<file path="config.mk">
export PLATFORM = sky130hd
export DESIGN_NAME = rvc_fetch_top
export DESIGN_NICKNAME = d
export VERILOG_FILES = /design/src/rvc_pkg.sv /design/src/rvc_fetch_top.sv /design/src/rvc_cfg_regs.sv /design/src/inst_out_stage.sv /design/src/fetch_aligner.sv /design/src/rvc_expander.sv
export SDC_FILE = /design/constraint.sdc
export NUM_CORES = 1
export LEC_CHECK = 0
export BUFFER_PORTS_ARGS = -buffer_cell sky130_fd_sc_hd__buf_2
export CAP_MARGIN = 15
export CORE_ASPECT_RATIO = 1.5
export CORE_MARGIN = 2
export CORE_UTILIZATION = 53
export CTS_BUF_LIST = sky130_fd_sc_hd__clkbuf_4
export DETAILED_ROUTE_END_ITERATION = 6
export GPL_ROUTABILITY_DRIVEN = 0
export PLACE_DENSITY = 0.76
export SETUP_SLACK_MARGIN = 0.3
export SYNTH_ARGS = -nofsm -noshare
export SYNTH_HDL_FRONTEND = slang
export SYNTH_SLANG_ARGS = --single-unit
</file>
<file path="constraint.sdc">
create_clock -name clk_i -period 3.9 [get_ports clk_i]
set_clock_uncertainty 0.2 [all_clocks]
set_input_delay 0.195 -clock clk_i [delete_from_list [all_inputs] [get_ports clk_i]]
set_output_delay 0.195 -clock clk_i [all_outputs]
set_load 0.02 [all_outputs]
</file>
<file path="src/rvc_pkg.sv">
package rvc_pkg;

    typedef logic [15:0] inst16_t;
    typedef logic [31:0] inst32_t;
    typedef logic [31:0] addr_t;
    typedef logic [1:0]  cfg_addr_t;
    typedef logic [31:0] cfg_data_t;

    // Configuration register map
    localparam cfg_addr_t CFG_CTRL    = 2'd0;
    localparam cfg_addr_t CFG_CNT_C   = 2'd1;
    localparam cfg_addr_t CFG_CNT_ILL = 2'd2;

    // Major opcodes of the 32-bit encodings
    localparam logic [6:0] OPC_OP       = 7'b0110011;
    localparam logic [6:0] OPC_OP_IMM   = 7'b0010011;
    localparam logic [6:0] OPC_LOAD     = 7'b0000011;
    localparam logic [6:0] OPC_LOAD_FP  = 7'b0000111;
    localparam logic [6:0] OPC_STORE    = 7'b0100011;
    localparam logic [6:0] OPC_STORE_FP = 7'b0100111;
    localparam logic [6:0] OPC_BRANCH   = 7'b1100011;
    localparam logic [6:0] OPC_LUI      = 7'b0110111;
    localparam logic [6:0] OPC_JAL      = 7'b1101111;
    localparam logic [6:0] OPC_JALR     = 7'b1100111;
    localparam logic [6:0] OPC_SYSTEM   = 7'b1110011;

endpackage
</file>
<file path="src/rvc_fetch_top.sv">
`timescale 1ns/1ns
module rvc_fetch_top import rvc_pkg::*; #(
    parameter addr_t RESET_PC = 32'h0000_0000,
    parameter int    CNT_W    = 16
) (
    input  logic      clk_i,
    input  logic      rst_n_i,
    input  logic      fetch_req_i,
    input  inst32_t   fetch_data_i,
    output logic      fetch_ack_o,
    output logic      inst_req_o,
    output inst32_t   inst_o,
    output addr_t     inst_pc_o,
    output logic      inst_is16_o,
    output logic      inst_illegal_o,
    input  logic      inst_ack_i,
    input  logic      cfg_we_i,
    input  cfg_addr_t cfg_addr_i,
    input  cfg_data_t cfg_wdata_i,
    output cfg_data_t cfg_rdata_o
);
    logic    al_valid;
    inst32_t al_raw;
    logic    al_is16;
    addr_t   al_pc;
    logic    out_ready;
    inst32_t exp_inst;
    logic    exp_illegal;
    logic    c_en;
    logic    ev_c;
    logic    ev_ill;

    fetch_aligner #(
        .RESET_PC (RESET_PC)
    ) u_aligner (
        .clk_i        (clk_i),
        .rst_n_i      (rst_n_i),
        .fetch_req_i  (fetch_req_i),
        .fetch_data_i (fetch_data_i),
        .fetch_ack_o  (fetch_ack_o),
        .al_valid_o   (al_valid),
        .al_raw_o     (al_raw),
        .al_is16_o    (al_is16),
        .al_pc_o      (al_pc),
        .out_ready_i  (out_ready)
    );

    rvc_expander u_expander (
        .inst16_i  (al_raw[15:0]),
        .c_en_i    (c_en),
        .inst32_o  (exp_inst),
        .illegal_o (exp_illegal)
    );

    inst_out_stage u_out_stage (
        .clk_i          (clk_i),
        .rst_n_i        (rst_n_i),
        .al_valid_i     (al_valid),
        .al_raw_i       (al_raw),
        .al_is16_i      (al_is16),
        .al_pc_i        (al_pc),
        .exp_inst_i     (exp_inst),
        .exp_illegal_i  (exp_illegal),
        .out_ready_o    (out_ready),
        .inst_req_o     (inst_req_o),
        .inst_o         (inst_o),
        .inst_pc_o      (inst_pc_o),
        .inst_is16_o    (inst_is16_o),
        .inst_illegal_o (inst_illegal_o),
        .inst_ack_i     (inst_ack_i),
        .ev_c_o         (ev_c),
        .ev_ill_o       (ev_ill)
    );

    rvc_cfg_regs #(
        .CNT_W (CNT_W)
    ) u_cfg (
        .clk_i       (clk_i),
        .rst_n_i     (rst_n_i),
        .cfg_we_i    (cfg_we_i),
        .cfg_addr_i  (cfg_addr_i),
        .cfg_wdata_i (cfg_wdata_i),
        .cfg_rdata_o (cfg_rdata_o),
        .c_en_o      (c_en),
        .ev_c_i      (ev_c),
        .ev_ill_i    (ev_ill)
    );

endmodule

</file>
<file path="src/rvc_cfg_regs.sv">
`timescale 1ns/1ns
module rvc_cfg_regs import rvc_pkg::*; #(
    parameter int CNT_W = 16
) (
    input  logic      clk_i,
    input  logic      rst_n_i,
    input  logic      cfg_we_i,
    input  cfg_addr_t cfg_addr_i,
    input  cfg_data_t cfg_wdata_i,
    output cfg_data_t cfg_rdata_o,
    output logic      c_en_o,
    input  logic      ev_c_i,
    input  logic      ev_ill_i
);
    logic             c_en_q;
    logic [CNT_W-1:0] cnt_c_q;
    logic [CNT_W-1:0] cnt_ill_q;

    assign c_en_o = c_en_q;

    always_ff @(posedge clk_i) begin
        if (!rst_n_i) begin
            c_en_q    <= 1'b1;
            cnt_c_q   <= '0;
            cnt_ill_q <= '0;
        end else begin
            if (cfg_we_i && cfg_addr_i == CFG_CTRL) begin
                c_en_q <= cfg_wdata_i[0];
            end
            // Clear wins over a same-cycle event, counters stick at all ones
            if (cfg_we_i && cfg_addr_i == CFG_CNT_C) begin
                cnt_c_q <= '0;
            end else if (ev_c_i && cnt_c_q != '1) begin
                cnt_c_q <= cnt_c_q + 1'b1;
            end
            if (cfg_we_i && cfg_addr_i == CFG_CNT_ILL) begin
                cnt_ill_q <= '0;
            end else if (ev_ill_i && cnt_ill_q != '1) begin
                cnt_ill_q <= cnt_ill_q + 1'b1;
            end
        end
    end

    always_comb begin
        case (cfg_addr_i)
            CFG_CTRL:    cfg_rdata_o = cfg_data_t'(c_en_q);
            CFG_CNT_C:   cfg_rdata_o = cfg_data_t'(cnt_c_q);
            CFG_CNT_ILL: cfg_rdata_o = cfg_data_t'(cnt_ill_q);
            default:     cfg_rdata_o = '0;
        endcase
    end

endmodule

</file>
<file path="src/inst_out_stage.sv">
`timescale 1ns/1ns
module inst_out_stage import rvc_pkg::*; (
    input  logic    clk_i,
    input  logic    rst_n_i,
    input  logic    al_valid_i,
    input  inst32_t al_raw_i,
    input  logic    al_is16_i,
    input  addr_t   al_pc_i,
    input  inst32_t exp_inst_i,
    input  logic    exp_illegal_i,
    output logic    out_ready_o,
    output logic    inst_req_o,
    output inst32_t inst_o,
    output addr_t   inst_pc_o,
    output logic    inst_is16_o,
    output logic    inst_illegal_o,
    input  logic    inst_ack_i,
    output logic    ev_c_o,
    output logic    ev_ill_o
);
    typedef enum logic [1:0] {OS_IDLE, OS_REQ, OS_DROP} os_state_t;

    os_state_t os_state;
    logic      accept;

    assign out_ready_o = os_state == OS_IDLE;
    assign inst_req_o  = os_state == OS_REQ;
    assign accept      = inst_req_o && inst_ack_i;

    always_ff @(posedge clk_i) begin
        if (!rst_n_i) begin
            os_state <= OS_IDLE;
            ev_c_o   <= 1'b0;
            ev_ill_o <= 1'b0;
        end else begin
            ev_c_o   <= accept && inst_is16_o;
            ev_ill_o <= accept && inst_illegal_o;
            case (os_state)
                OS_IDLE: if (al_valid_i) os_state <= OS_REQ;
                OS_REQ:  if (inst_ack_i) os_state <= OS_DROP;
                OS_DROP: if (!inst_ack_i) os_state <= OS_IDLE;
                default: os_state <= OS_IDLE;
            endcase
        end
    end

    // Held stable for the whole request phase
    always_ff @(posedge clk_i) begin
        if (al_valid_i && out_ready_o) begin
            inst_o         <= al_is16_i ? exp_inst_i : al_raw_i;
            inst_pc_o      <= al_pc_i;
            inst_is16_o    <= al_is16_i;
            inst_illegal_o <= al_is16_i && exp_illegal_i;
        end
    end

endmodule

</file>
<file path="src/fetch_aligner.sv">
`timescale 1ns/1ns
module fetch_aligner import rvc_pkg::*; #(
    parameter addr_t RESET_PC = 32'h0000_0000
) (
    input  logic    clk_i,
    input  logic    rst_n_i,
    input  logic    fetch_req_i,
    input  inst32_t fetch_data_i,
    output logic    fetch_ack_o,
    output logic    al_valid_o,
    output inst32_t al_raw_o,
    output logic    al_is16_o,
    output addr_t   al_pc_o,
    input  logic    out_ready_i
);
    typedef enum logic {FA_IDLE, FA_ACK} fa_state_t;

    fa_state_t   fa_state;
    logic [47:0] hw_buf;
    logic [1:0]  hw_cnt;
    logic [1:0]  hw_left;
    logic [47:0] buf_shifted;
    logic [47:0] buf_next;
    logic        head_is16;
    logic        pop;
    logic        take;
    addr_t       pc_q;

    // Oldest halfword sits in bits 15:0
    assign head_is16  = hw_buf[1:0] != 2'b11;
    assign al_valid_o = head_is16 ? (hw_cnt >= 2'd1) : (hw_cnt >= 2'd2);
    assign al_raw_o   = hw_buf[31:0];
    assign al_is16_o  = head_is16;
    assign al_pc_o    = pc_q;
    assign pop        = al_valid_o && out_ready_i;

    // A word fits only while at most one halfword is buffered
    assign take        = (fa_state == FA_IDLE) && fetch_req_i && (hw_cnt <= 2'd1);
    assign fetch_ack_o = fa_state == FA_ACK;

    always_comb begin
        hw_left     = hw_cnt;
        buf_shifted = hw_buf;
        if (pop) begin
            if (head_is16) begin
                hw_left     = hw_cnt - 2'd1;
                buf_shifted = {16'h0000, hw_buf[47:16]};
            end else begin
                hw_left     = hw_cnt - 2'd2;
                buf_shifted = {32'h0000_0000, hw_buf[47:32]};
            end
        end
    end

    // New word lands right above what is left after the pop
    always_comb begin
        buf_next = buf_shifted;
        if (take) begin
            if (hw_left == 2'd0) begin
                buf_next[31:0] = fetch_data_i;
            end else begin
                buf_next[47:16] = fetch_data_i;
            end
        end
    end

    always_ff @(posedge clk_i) begin
        if (!rst_n_i) begin
            fa_state <= FA_IDLE;
            hw_cnt   <= 2'd0;
            pc_q     <= RESET_PC;
        end else begin
            hw_cnt <= take ? hw_left + 2'd2 : hw_left;
            if (pop) begin
                pc_q <= pc_q + (head_is16 ? addr_t'(2) : addr_t'(4));
            end
            case (fa_state)
                FA_IDLE: if (take) fa_state <= FA_ACK;
                FA_ACK:  if (!fetch_req_i) fa_state <= FA_IDLE;
                default: fa_state <= FA_IDLE;
            endcase
        end
    end

    always_ff @(posedge clk_i) begin
        hw_buf <= buf_next;
    end

endmodule

</file>
<file path="src/rvc_expander.sv">
`timescale 1ns/1ns
module rvc_expander import rvc_pkg::*; (
    input  inst16_t inst16_i,
    input  logic    c_en_i,
    output inst32_t inst32_o,
    output logic    illegal_o
);
    logic        q0, q1, q2;
    logic [2:0]  f3;
    logic [4:0]  rd, rs2, rd_p, rs2_p;
    logic        rd_nz, rs2_nz;
    logic        alu, cr, rr;
    logic        c_addi4spn, c_fld, c_lw, c_flw, c_fsd, c_sw, c_fsw;
    logic        c_addi, c_jal, c_li, c_addi16sp, c_lui;
    logic        c_srli, c_srai, c_andi, c_sub, c_xor, c_or, c_and;
    logic        c_j, c_beqz, c_bnez;
    logic        c_slli, c_fldsp, c_lwsp, c_flwsp;
    logic        c_jr, c_mv, c_ebreak, c_jalr, c_add;
    logic        c_fsdsp, c_swsp, c_fswsp;
    logic        any_form;
    logic [11:0] imm_ci, imm_4spn, imm_16sp, imm_w, imm_d;
    logic [11:0] imm_lwsp, imm_ldsp, imm_swsp, imm_sdsp;
    logic [20:0] off_j;
    logic [12:0] off_b;
    inst32_t     exp;

    function automatic inst32_t enc_r(logic [6:0] f7, logic [4:0] rs2_f, logic [4:0] rs1_f,
                                      logic [2:0] f3_f, logic [4:0] rd_f, logic [6:0] opc);
        return {f7, rs2_f, rs1_f, f3_f, rd_f, opc};
    endfunction

    function automatic inst32_t enc_i(logic [11:0] imm, logic [4:0] rs1_f, logic [2:0] f3_f,
                                      logic [4:0] rd_f, logic [6:0] opc);
        return {imm, rs1_f, f3_f, rd_f, opc};
    endfunction

    function automatic inst32_t enc_s(logic [11:0] imm, logic [4:0] rs2_f, logic [4:0] rs1_f,
                                      logic [2:0] f3_f, logic [6:0] opc);
        return {imm[11:5], rs2_f, rs1_f, f3_f, imm[4:0], opc};
    endfunction

    function automatic inst32_t enc_b(logic [12:0] off, logic [4:0] rs1_f, logic [2:0] f3_f);
        return {off[12], off[10:5], 5'd0, rs1_f, f3_f, off[4:1], off[11], OPC_BRANCH};
    endfunction

    function automatic inst32_t enc_j(logic [20:0] off, logic [4:0] rd_f);
        return {off[20], off[10:1], off[11], off[19:12], rd_f, OPC_JAL};
    endfunction

    assign q0 = inst16_i[1:0] == 2'b00;
    assign q1 = inst16_i[1:0] == 2'b01;
    assign q2 = inst16_i[1:0] == 2'b10;
    assign f3 = inst16_i[15:13];

    assign rd     = inst16_i[11:7];
    assign rs2    = inst16_i[6:2];
    // Short register fields select x8..x15
    assign rd_p   = {2'b01, inst16_i[9:7]};
    assign rs2_p  = {2'b01, inst16_i[4:2]};
    assign rd_nz  = rd != 5'd0;
    assign rs2_nz = rs2 != 5'd0;

    // Quadrant 0
    assign c_addi4spn = q0 & (f3 == 3'd0) & (inst16_i[12:5] != 8'd0);
    assign c_fld      = q0 & (f3 == 3'd1);
    assign c_lw       = q0 & (f3 == 3'd2);
    assign c_flw      = q0 & (f3 == 3'd3);
    assign c_fsd      = q0 & (f3 == 3'd5);
    assign c_sw       = q0 & (f3 == 3'd6);
    assign c_fsw      = q0 & (f3 == 3'd7);

    // Quadrant 1, C.NOP folds into C.ADDI
    assign c_addi     = q1 & (f3 == 3'd0) & (rd_nz | (inst16_i[12:2] == 11'd0));
    assign c_jal      = q1 & (f3 == 3'd1);
    assign c_li       = q1 & (f3 == 3'd2);
    assign c_addi16sp = q1 & (f3 == 3'd3) & (rd == 5'd2);
    assign c_lui      = q1 & (f3 == 3'd3) & rd_nz & (rd != 5'd2);
    assign alu        = q1 & (f3 == 3'd4);
    assign c_srli     = alu & (inst16_i[11:10] == 2'd0) & ~inst16_i[12];
    assign c_srai     = alu & (inst16_i[11:10] == 2'd1) & ~inst16_i[12];
    assign c_andi     = alu & (inst16_i[11:10] == 2'd2);
    assign rr         = alu & (inst16_i[11:10] == 2'd3) & ~inst16_i[12];
    assign c_sub      = rr & (inst16_i[6:5] == 2'd0);
    assign c_xor      = rr & (inst16_i[6:5] == 2'd1);
    assign c_or       = rr & (inst16_i[6:5] == 2'd2);
    assign c_and      = rr & (inst16_i[6:5] == 2'd3);
    assign c_j        = q1 & (f3 == 3'd5);
    assign c_beqz     = q1 & (f3 == 3'd6);
    assign c_bnez     = q1 & (f3 == 3'd7);

    // Quadrant 2
    assign c_slli     = q2 & (f3 == 3'd0) & ~inst16_i[12];
    assign c_fldsp    = q2 & (f3 == 3'd1);
    assign c_lwsp     = q2 & (f3 == 3'd2);
    assign c_flwsp    = q2 & (f3 == 3'd3);
    assign cr         = q2 & (f3 == 3'd4);
    assign c_jr       = cr & ~inst16_i[12] & ~rs2_nz;
    assign c_mv       = cr & ~inst16_i[12] & rs2_nz;
    assign c_ebreak   = cr & inst16_i[12] & ~rd_nz & ~rs2_nz;
    assign c_jalr     = cr & inst16_i[12] & rd_nz & ~rs2_nz;
    assign c_add      = cr & inst16_i[12] & rd_nz & rs2_nz;
    assign c_fsdsp    = q2 & (f3 == 3'd5);
    assign c_swsp     = q2 & (f3 == 3'd6);
    assign c_fswsp    = q2 & (f3 == 3'd7);

    assign any_form = c_addi4spn | c_fld | c_lw | c_flw | c_fsd | c_sw | c_fsw |
                      c_addi | c_jal | c_li | c_addi16sp | c_lui |
                      c_srli | c_srai | c_andi | c_sub | c_xor | c_or | c_and |
                      c_j | c_beqz | c_bnez |
                      c_slli | c_fldsp | c_lwsp | c_flwsp |
                      c_jr | c_mv | c_ebreak | c_jalr | c_add |
                      c_fsdsp | c_swsp | c_fswsp;

    // Unscrambled immediates
    assign imm_ci   = {{6{inst16_i[12]}}, inst16_i[12], inst16_i[6:2]};
    assign imm_4spn = {2'b00, inst16_i[10:7], inst16_i[12:11], inst16_i[5], inst16_i[6], 2'b00};
    assign imm_16sp = {{3{inst16_i[12]}}, inst16_i[4:3], inst16_i[5], inst16_i[2], inst16_i[6],
                       4'b0000};
    assign imm_w    = {5'd0, inst16_i[5], inst16_i[12:10], inst16_i[6], 2'b00};
    assign imm_d    = {4'd0, inst16_i[6:5], inst16_i[12:10], 3'b000};
    assign imm_lwsp = {4'd0, inst16_i[3:2], inst16_i[12], inst16_i[6:4], 2'b00};
    assign imm_ldsp = {3'd0, inst16_i[4:2], inst16_i[12], inst16_i[6:5], 3'b000};
    assign imm_swsp = {4'd0, inst16_i[8:7], inst16_i[12:9], 2'b00};
    assign imm_sdsp = {3'd0, inst16_i[9:7], inst16_i[12:10], 3'b000};
    assign off_j    = {{10{inst16_i[12]}}, inst16_i[8], inst16_i[10:9], inst16_i[6], inst16_i[7],
                       inst16_i[2], inst16_i[11], inst16_i[5:3], 1'b0};
    assign off_b    = {{5{inst16_i[12]}}, inst16_i[6:5], inst16_i[2], inst16_i[11:10],
                       inst16_i[4:3], 1'b0};

    always_comb begin
        exp = '0;
        if (c_addi4spn)      exp = enc_i(imm_4spn, 5'd2, 3'b000, rs2_p, OPC_OP_IMM);
        else if (c_fld)      exp = enc_i(imm_d, rd_p, 3'b011, rs2_p, OPC_LOAD_FP);
        else if (c_lw)       exp = enc_i(imm_w, rd_p, 3'b010, rs2_p, OPC_LOAD);
        else if (c_flw)      exp = enc_i(imm_w, rd_p, 3'b010, rs2_p, OPC_LOAD_FP);
        else if (c_fsd)      exp = enc_s(imm_d, rs2_p, rd_p, 3'b011, OPC_STORE_FP);
        else if (c_sw)       exp = enc_s(imm_w, rs2_p, rd_p, 3'b010, OPC_STORE);
        else if (c_fsw)      exp = enc_s(imm_w, rs2_p, rd_p, 3'b010, OPC_STORE_FP);
        else if (c_addi)     exp = enc_i(imm_ci, rd, 3'b000, rd, OPC_OP_IMM);
        else if (c_jal)      exp = enc_j(off_j, 5'd1);
        else if (c_li)       exp = enc_i(imm_ci, 5'd0, 3'b000, rd, OPC_OP_IMM);
        else if (c_addi16sp) exp = enc_i(imm_16sp, 5'd2, 3'b000, 5'd2, OPC_OP_IMM);
        else if (c_lui)      exp = {{14{inst16_i[12]}}, inst16_i[12], inst16_i[6:2], rd, OPC_LUI};
        else if (c_srli)     exp = enc_i({7'b0000000, rs2}, rd_p, 3'b101, rd_p, OPC_OP_IMM);
        else if (c_srai)     exp = enc_i({7'b0100000, rs2}, rd_p, 3'b101, rd_p, OPC_OP_IMM);
        else if (c_andi)     exp = enc_i(imm_ci, rd_p, 3'b111, rd_p, OPC_OP_IMM);
        else if (c_sub)      exp = enc_r(7'b0100000, rs2_p, rd_p, 3'b000, rd_p, OPC_OP);
        else if (c_xor)      exp = enc_r(7'b0000000, rs2_p, rd_p, 3'b100, rd_p, OPC_OP);
        else if (c_or)       exp = enc_r(7'b0000000, rs2_p, rd_p, 3'b110, rd_p, OPC_OP);
        else if (c_and)      exp = enc_r(7'b0000000, rs2_p, rd_p, 3'b111, rd_p, OPC_OP);
        else if (c_j)        exp = enc_j(off_j, 5'd0);
        else if (c_beqz)     exp = enc_b(off_b, rd_p, 3'b000);
        else if (c_bnez)     exp = enc_b(off_b, rd_p, 3'b001);
        else if (c_slli)     exp = enc_i({7'b0000000, rs2}, rd, 3'b001, rd, OPC_OP_IMM);
        else if (c_fldsp)    exp = enc_i(imm_ldsp, 5'd2, 3'b011, rd, OPC_LOAD_FP);
        else if (c_lwsp)     exp = enc_i(imm_lwsp, 5'd2, 3'b010, rd, OPC_LOAD);
        else if (c_flwsp)    exp = enc_i(imm_lwsp, 5'd2, 3'b010, rd, OPC_LOAD_FP);
        else if (c_jr)       exp = enc_i(12'd0, rd, 3'b000, 5'd0, OPC_JALR);
        else if (c_mv)       exp = enc_r(7'b0000000, rs2, 5'd0, 3'b000, rd, OPC_OP);
        else if (c_ebreak)   exp = enc_i(12'd1, 5'd0, 3'b000, 5'd0, OPC_SYSTEM);
        else if (c_jalr)     exp = enc_i(12'd0, rd, 3'b000, 5'd1, OPC_JALR);
        else if (c_add)      exp = enc_r(7'b0000000, rs2, rd, 3'b000, rd, OPC_OP);
        else if (c_fsdsp)    exp = enc_s(imm_sdsp, rs2, 5'd2, 3'b011, OPC_STORE_FP);
        else if (c_swsp)     exp = enc_s(imm_swsp, rs2, 5'd2, 3'b010, OPC_STORE);
        else if (c_fswsp)    exp = enc_s(imm_swsp, rs2, 5'd2, 3'b010, OPC_STORE_FP);
    end

    // Reserved encodings and a disabled C extension both trap
    assign illegal_o = ~(any_form & c_en_i);
    assign inst32_o  = illegal_o ? '0 : exp;

endmodule

</file>
Yosys cells after proc, flatten, opt, wreduce, memory -nomap -nowiden
Cells that the tools add are included.
- register bits after elaboration: 186
- word-level logic and storage cells: 223
- add/sub/neg operators: 6
- magnitude comparators: 3
- eq/ne operators: 27
- mux-type cells: 55
- bitwise logic cells: 90
- reduce and logical (&&, ||, !) cells: 27
- operators with widths (kind ; count):
    32-bit 2-to-1 mux ; 36
    48-bit 2-to-1 mux ; 2
    1-bit bitwise AND ; 50
    16-bit 2-to-1 mux ; 3
    16-bit case mux with 3 select lines ; 1
    1-bit bitwise OR ; 34
    16-bit by 1-bit adder with 16-bit output (second input constant) ; 2
    32-bit adder ; 1
    16-bit != test (second input constant) ; 2
    28-bit 2-to-1 mux ; 1
    2-bit equality test (second input constant) ; 7
    3-bit equality test (second input constant) ; 4
    1-bit logical AND ; 12
    2-bit zero test ; 6
    2-bit 2-to-1 mux ; 6
    11-bit zero test ; 1
    2-bit by 1-bit equality test with 1-bit output (second input constant) ; 5
    5-bit nonzero test ; 2
    8-bit nonzero test ; 1
    3-bit by 2-bit equality test with 1-bit output (second input constant) ; 2
    2-bit != test (second input constant) ; 3
    1-bit NOT ; 6
    2-bit case mux with 3 select lines ; 1
    5-bit by 2-bit equality test with 1-bit output (second input constant) ; 1
    other kinds (16) ; 19

Longest topological paths before layout
- word-level depth: 39
- mapped depth: 13
- mapped depth without buffers: 9

By module
A second synthesis with hierarchy kept.
- cell total of the unflattened synthesis: 1263
- area, all modules: 11534.8 µm²
- by module, submodules not included (module ; instances ; cells each ; area an instance (µm²)):
    fetch_aligner ; 1 ; 528 ; 4684.5
    inst_out_stage ; 1 ; 118 ; 2682.6
    rvc_expander ; 1 ; 377 ; 2184.6
    rvc_cfg_regs ; 1 ; 240 ; 1983.2

Worst setup path after synthesis
Ideal clock, no wire load.
- kind: flip-flop to flip-flop
- start: register u_aligner.hw_cnt[0]
- end: register u_aligner.hw_buf[10]
- library setup time: 0.116 ns
- arrival: 3.884 ns
- required time: 3.584 ns
- slack: -0.299 ns
- stages on the path, launching flop included: 9
- path through: dfxtp_1 inv_1 ha_1 a21boi_1 or4_4 inv_2 clkbuf_1 a311oi_1 a21o_1
- longest elaborated chain between the ends: 7
- elaborated cells between the ends (all ways): 14
- those cells by class: 2 x add/sub; 3 x order compare; 6 x mux; 3 x reduce/logical
- RTL lines (element ; RTL line ; RTL):
    from (decl) ; fetch_aligner.sv:20 ; logic [1:0] hw_cnt;
    from (signal assigned) ; fetch_aligner.sv:73 ; hw_cnt <= take ? hw_left + 2'd2 : hw_left;
    2-bit >= comparator / 2-bit by 1-bit >= comparator with 1-bit output (equally long branches) ; fetch_aligner.sv:31 ; assign al_valid_o = head_is16 ? (hw_cnt >= 2'd1) : (hw_cnt >= 2'd2);
    1-bit 2-to-1 mux * ; fetch_aligner.sv:31 ;
    1-bit logical AND * ; fetch_aligner.sv:35 ; assign pop = al_valid_o && out_ready_i;
    net u_aligner.pop ; fetch_aligner.sv:25 ; logic pop;
    2-bit 2-to-1 mux ; fetch_aligner.sv:44 ; if (pop) begin
    2-bit zero test ; fetch_aligner.sv:59 ; if (hw_left == 2'd0) begin
    16-bit 2-to-1 mux ; fetch_aligner.sv:59 ;
    48-bit 2-to-1 mux * ; fetch_aligner.sv:58 ; if (take) begin
    net u_aligner.buf_next[10] ; fetch_aligner.sv:23 ; logic [47:0] buf_next;
    to (signal assigned) ; fetch_aligner.sv:86 ; hw_buf <= buf_next;
    to (decl) ; fetch_aligner.sv:19 ; logic [47:0] hw_buf;
Mark *: on every way through the listed nets, which the timed path passes. The rest lies on a longest branch. The select of a mux whose other input is x is not followed.
A chain may end at the register's enable or synchronous reset.

Worst setup path in the final report
- start: register u_aligner.hw_buf[6]
- end: register u_out_stage.inst_o[19] (data pin)
- longest elaborated chain between the ends: 38
- elaborated cells between the ends (all ways): 87
- those cells by class: 3 x eq/ne; 33 x mux; 47 x bitwise; 4 x reduce/logical
- RTL lines (element ; RTL line ; RTL):
    8-bit nonzero test ; rvc_expander.sv:64 ; assign c_addi4spn = q0 & (f3 == 3'd0) & (inst16_i[12:5] != 8'd0);
    1-bit bitwise AND ; rvc_expander.sv:64 ;
    1-bit bitwise OR (7 in a row) ; rvc_expander.sv:106 ; assign any_form = c_addi4spn | c_fld | c_lw | c_flw | c_fsd | c_sw | c_fsw |
    1-bit bitwise OR (5 in a row) ; rvc_expander.sv:107 ; c_addi | c_jal | c_li | c_addi16sp | c_lui |
    1-bit bitwise OR (7 in a row) ; rvc_expander.sv:108 ; c_srli | c_srai | c_andi | c_sub | c_xor | c_or | c_and |
    1-bit bitwise OR (3 in a row) ; rvc_expander.sv:109 ; c_j | c_beqz | c_bnez |
    1-bit bitwise OR (4 in a row) ; rvc_expander.sv:110 ; c_slli | c_fldsp | c_lwsp | c_flwsp |
    1-bit bitwise OR (5 in a row) ; rvc_expander.sv:111 ; c_jr | c_mv | c_ebreak | c_jalr | c_add |
    1-bit bitwise OR (2 in a row) ; rvc_expander.sv:112 ; c_fsdsp | c_swsp | c_fswsp;
    1-bit bitwise AND ; rvc_expander.sv:169 ; assign illegal_o = ~(any_form & c_en_i);
    32-bit 2-to-1 mux * ; rvc_expander.sv:170 ; assign inst32_o = illegal_o ? '0 : exp;
    32-bit 2-to-1 mux * ; inst_out_stage.sv:50 ; inst_o <= al_is16_i ? exp_inst_i : al_raw_i;
    to (signal assigned) ; inst_out_stage.sv:50 ;
    to (decl) ; inst_out_stage.sv:13 ; output inst32_t inst_o,
Mark *: on every way between the ends. The rest lies on a longest branch, timed or not.

==> reports/metrics.json <==
{
  "logic_synthesis": {
    "synth_seq_cells": 184,
    "combinational_family_with_the_most_area_after_synthesis": "simple AND/OR/NAND/NOR gates",
    "count_of_mapped_cells_out_of_synthesis": 1149,
    "synth_largest_type_area_fraction_pct": 23.7,
    "synthesis.yosys.warnings": 0,
    "synthArstFlopShare_pct": 0,
    "post_synthesis_instance_area_um2": 10300,
    "distinct_cell_type_count_of_the_synthesized_netlist": 91,
    "synth_area_leaders": "edfxtp_1 24%, dfxtp_1 20%, nand2_1 6.3%",
    "synth-compound-area-share_pct": 20.5,
    "synth_xor_xnor_area_share_pct": 4.35,
    "synth-adder-area-share_pct": 1.05,
    "synth_mux_area_share_pct": 2.14,
    "synth_enable_flop_cells": 81,
    "synth_simple_gate_area_share_pct": 22.8,
    "synth_area_leader_cell": "edfxtp_1",
    "post_synth.cell_area_avg_um2": 8.94,
    "ys.flop_type": "dfxtp_1",
    "synth.yosys.seq_area_share_pct": 43.8
  },
  "flow_run": {
    "max_cap_viols": 0
  },
  "floorplan": {
    "starting_density_of_the_core_pct": 53.8,
    "num_rows": 62,
    "design.core.area_um2": 19100,
    "die_height_um": 174,
    "die_area_um2": 20500,
    "pin_count": 171,
    "die_w_um": 118
  },
  "sta": {
    "setup_repair_after_global_routing_missed_its_margin": "false",
    "number_of_slew_limit_violations_in_the_final_report": 0,
    "fin_setup_tns_ns": 0,
    "slew_headroom_pct": 27.8,
    "worstMarginPinSlew_ns": 1.08,
    "timing.final.crit_period_ns": 3.28,
    "setup_viol": 0,
    "clock.fmax_mhz": 305,
    "hold_viol": 0,
    "post-route-period-util_pct": 84.2
  },
  "detailed_routing": {
    "number_of_drc_violations_after_detailed_routing": 3,
    "detailed_route_iter0_violations": 1461,
    "length_of_the_first_detailed_routing_pass_in_iterations": 7,
    "finalWirelength_mm": 30.3,
    "num_vias": 9640,
    "vias_per_cell": 6.16,
    "routedWlPerCell_um": 19.4,
    "route.antenna.remaining_nets": 0
  },
  "grt": {
    "grt_overflow_total": 0,
    "grt_pass1_vias": 9091,
    "number_of_antenna_violations_at_the_first_check_in_global_routing": 1,
    "grt_max_degree": 106,
    "grt_first_pass_wirelength_mm": 47.8,
    "grt.total_usage_pct": 29.3
  },
  "pwr": {
    "leakagePower_nw": 4.64,
    "report.power.total_mw": 10.1,
    "vdd_drop_max_mv": 0.544,
    "power-per-cell-area_nw_per_um2": 851
  },
  "setup_path": {
    "series_of_cell_instances_along_the_critical_path": "nor2_1, a211oi_1, o21ai_0, a222oi_1, o21ai_1",
    "path_buf_inv": 0,
    "setup.worst_path.start_class": "flip-flop",
    "crit_required_ns": 4.07,
    "worstSetupPathType": "flip-flop to flip-flop",
    "crit_path_top_delay_cell": "dfxtp_1",
    "critical_path.max_stage_delay_ns": 0.82,
    "arrival_ns": 3.45,
    "crit_path_end_kind": "flip-flop",
    "critPathTopFamily": "compound AO/OA/AOI/OAI gates",
    "crit_fanout": 15
  },
  "clock_tree": {
    "cts.htree.levels": 4,
    "tritoncts_buffer_count": 17,
    "clock_sinks": 184,
    "worst_skew_pair.late_latency_ns": 0.65,
    "clockRootBuffer": "clkbuf_4",
    "max-clock-path-buffers": 2,
    "tritoncts": "yes",
    "worst_setup_hold_path_clk_slew_ns": 0.20
  },
  "placement": {
    "place_area_um2": 11200,
    "dp_hpwl_mm": 21.0,
    "io_buffers": 122,
    "dpl.cell_count": 1490
  },
  "layout": {
    "nets": 1373,
    "finalInstanceArea_um2": 11900,
    "syn2layout_area_growth_pct": 15.5,
    "final_layout_size_suffix_gt1_share_pct": 18.0,
    "total_area_of_multi_input_combinational_cells_um2": 5290,
    "layout.core_utilization_pct": 62.1,
    "n_fill_cell": 1632,
    "finish.cell_count_without_fillers": 1564,
    "sequential_cell_area_um2": 4500,
    "mostFrequentLayoutCells": "173 x nand2_1, 122 x buf_2, 102 x dfxtp_1",
    "most_common_cell_after_layout_fill_and_taps_aside": "nand2_1"
  },
  "worst_hold_path": {
    "kind_of_path_behind_the_tightest_hold_check": "input port to flip-flop"
  },
  "status": {
    "failed_checks": "design-rule violations",
    "outcome": "finished with violations"
  }
}
-- per-stage QoR --
step | hold slack [ns] | setup WS, ns
2_1_floorplan | 0.104 | 0.801
3_3_place_gp | 0.203 | 0.672
3_5_place_dp | 0.215 | 0.594
4_1_cts | 0.0103 | 0.534
5_1_grt | 0.0615 | 0.481
6_report | 0.0406 | 0.617
-- area by class of cell --
cell class	count	area share [%]
multi-input combinational	862	44.6
sequential	184	37.9
antenna	1	0.0211
clock inverter	15	1.36
clock buffer	17	1.08
timing repair buffer	210	11.7
inverter	19	0.622
tap	256	2.70
-- report_power, final --
group | internal, mW | leakage [nW] | switching (mW)
registers | 2.93 | 1.64 | 0.487
clock network | 0.292 | 0.148 | 0.771
logic | 1.92 | 2.85 | 3.69
-- worst paths after layout --
| check | slack [ns] | cells past startpoint | from | endpoint |
|---|---|---|---|---|
| setup reg to reg | 0.62 | 5 | u_aligner.hw_buf[6]$_DFF_P_ | u_out_stage.inst_o[19]$_DFFE_PP_ |
| hold / removal | 0.04 | 4 | cfg_we_i | u_cfg.cnt_c_q[5]$_SDFFE_PP0P_ |
| hold reg to reg | 0.25 | 0 | u_aligner.al_pc_o[30]$_SDFFE_PN0P_ | u_out_stage.inst_pc_o[30]$_DFFE_PP_ |
| setup / recovery | 0.62 | 5 | u_aligner.hw_buf[6]$_DFF_P_ | u_out_stage.inst_o[19]$_DFFE_PP_ |
-- cells in the mapped netlist, types with 20 or more instances --
library cell / count
o21ai_0: 68
nand3_1: 36
nor2_1: 90
clkbuf_1: 56
xor2_1: 32
a21o_1: 20
a21oi_1: 39
nand2_1: 173
nor3_1: 21
mux2i_1: 22
dfxtp_1: 103
nand4_1: 23
and2_1: 26
edfxtp_1: 81
-- kinds of logic after synthesis --
group | Yosys count
AND/OR/NAND/NOR | 468
flip-flops | 184
AO/OA/AOI/OAI | 296
XOR/XNOR | 51
other | 1
adder cells (fa/ha/maj) | 8
multiplexers | 22
buffers and inverters | 119
-- sequential cells by signal, indices dropped and copies added, names as in the netlist --
| signal | cells |
|---|---|
| u_aligner.al_pc_o | 31 |
| u_aligner.hw_cnt | 2 |
| u_cfg.cnt_ill_q | 16 |
| u_out_stage.ev_ill_o | 1 |
| u_out_stage.inst_illegal_o | 1 |
| u_out_stage.inst_o | 32 |
| u_out_stage.inst_is16_o | 1 |
| u_aligner.fetch_ack_o | 1 |
| u_out_stage.os_state | 2 |
| u_cfg.cnt_c_q | 16 |
| u_out_stage.inst_pc_o | 31 |
| u_out_stage.ev_c_o | 1 |
| u_aligner.hw_buf | 48 |
| u_cfg.c_en_o | 1 |
-- worst register-to-register path: stages, from the launching register on --
cell and delay, ns:
dfxtp_1 0.82, nor2_1 0.18, a211oi_1 0.76, o21ai_0 0.24, a222oi_1 0.60, o21ai_1 0.19
-- repair_timing --
| item | 4_1_cts | 5_1_grt |
|---|---|---|
| endpoints found under the setup margin | 0 | 1 |
| endpoints found under the hold margin | 87 | 0 |
| gates resized for setup | 0 | 1 |
| hold buffers | 40 | 0 |
| setup buffers | 0 | 0 |
-- per-layer routing --
layer,vias up,wire length [um],track usage (%)
met3,176,2820,6.69
met1,4361,11200,34.3
met5,-,0,0
li1,4460,-,-
met2,643,14500,49.1
met4,0,1870,17.5
(Power assumes the default switching activity.)
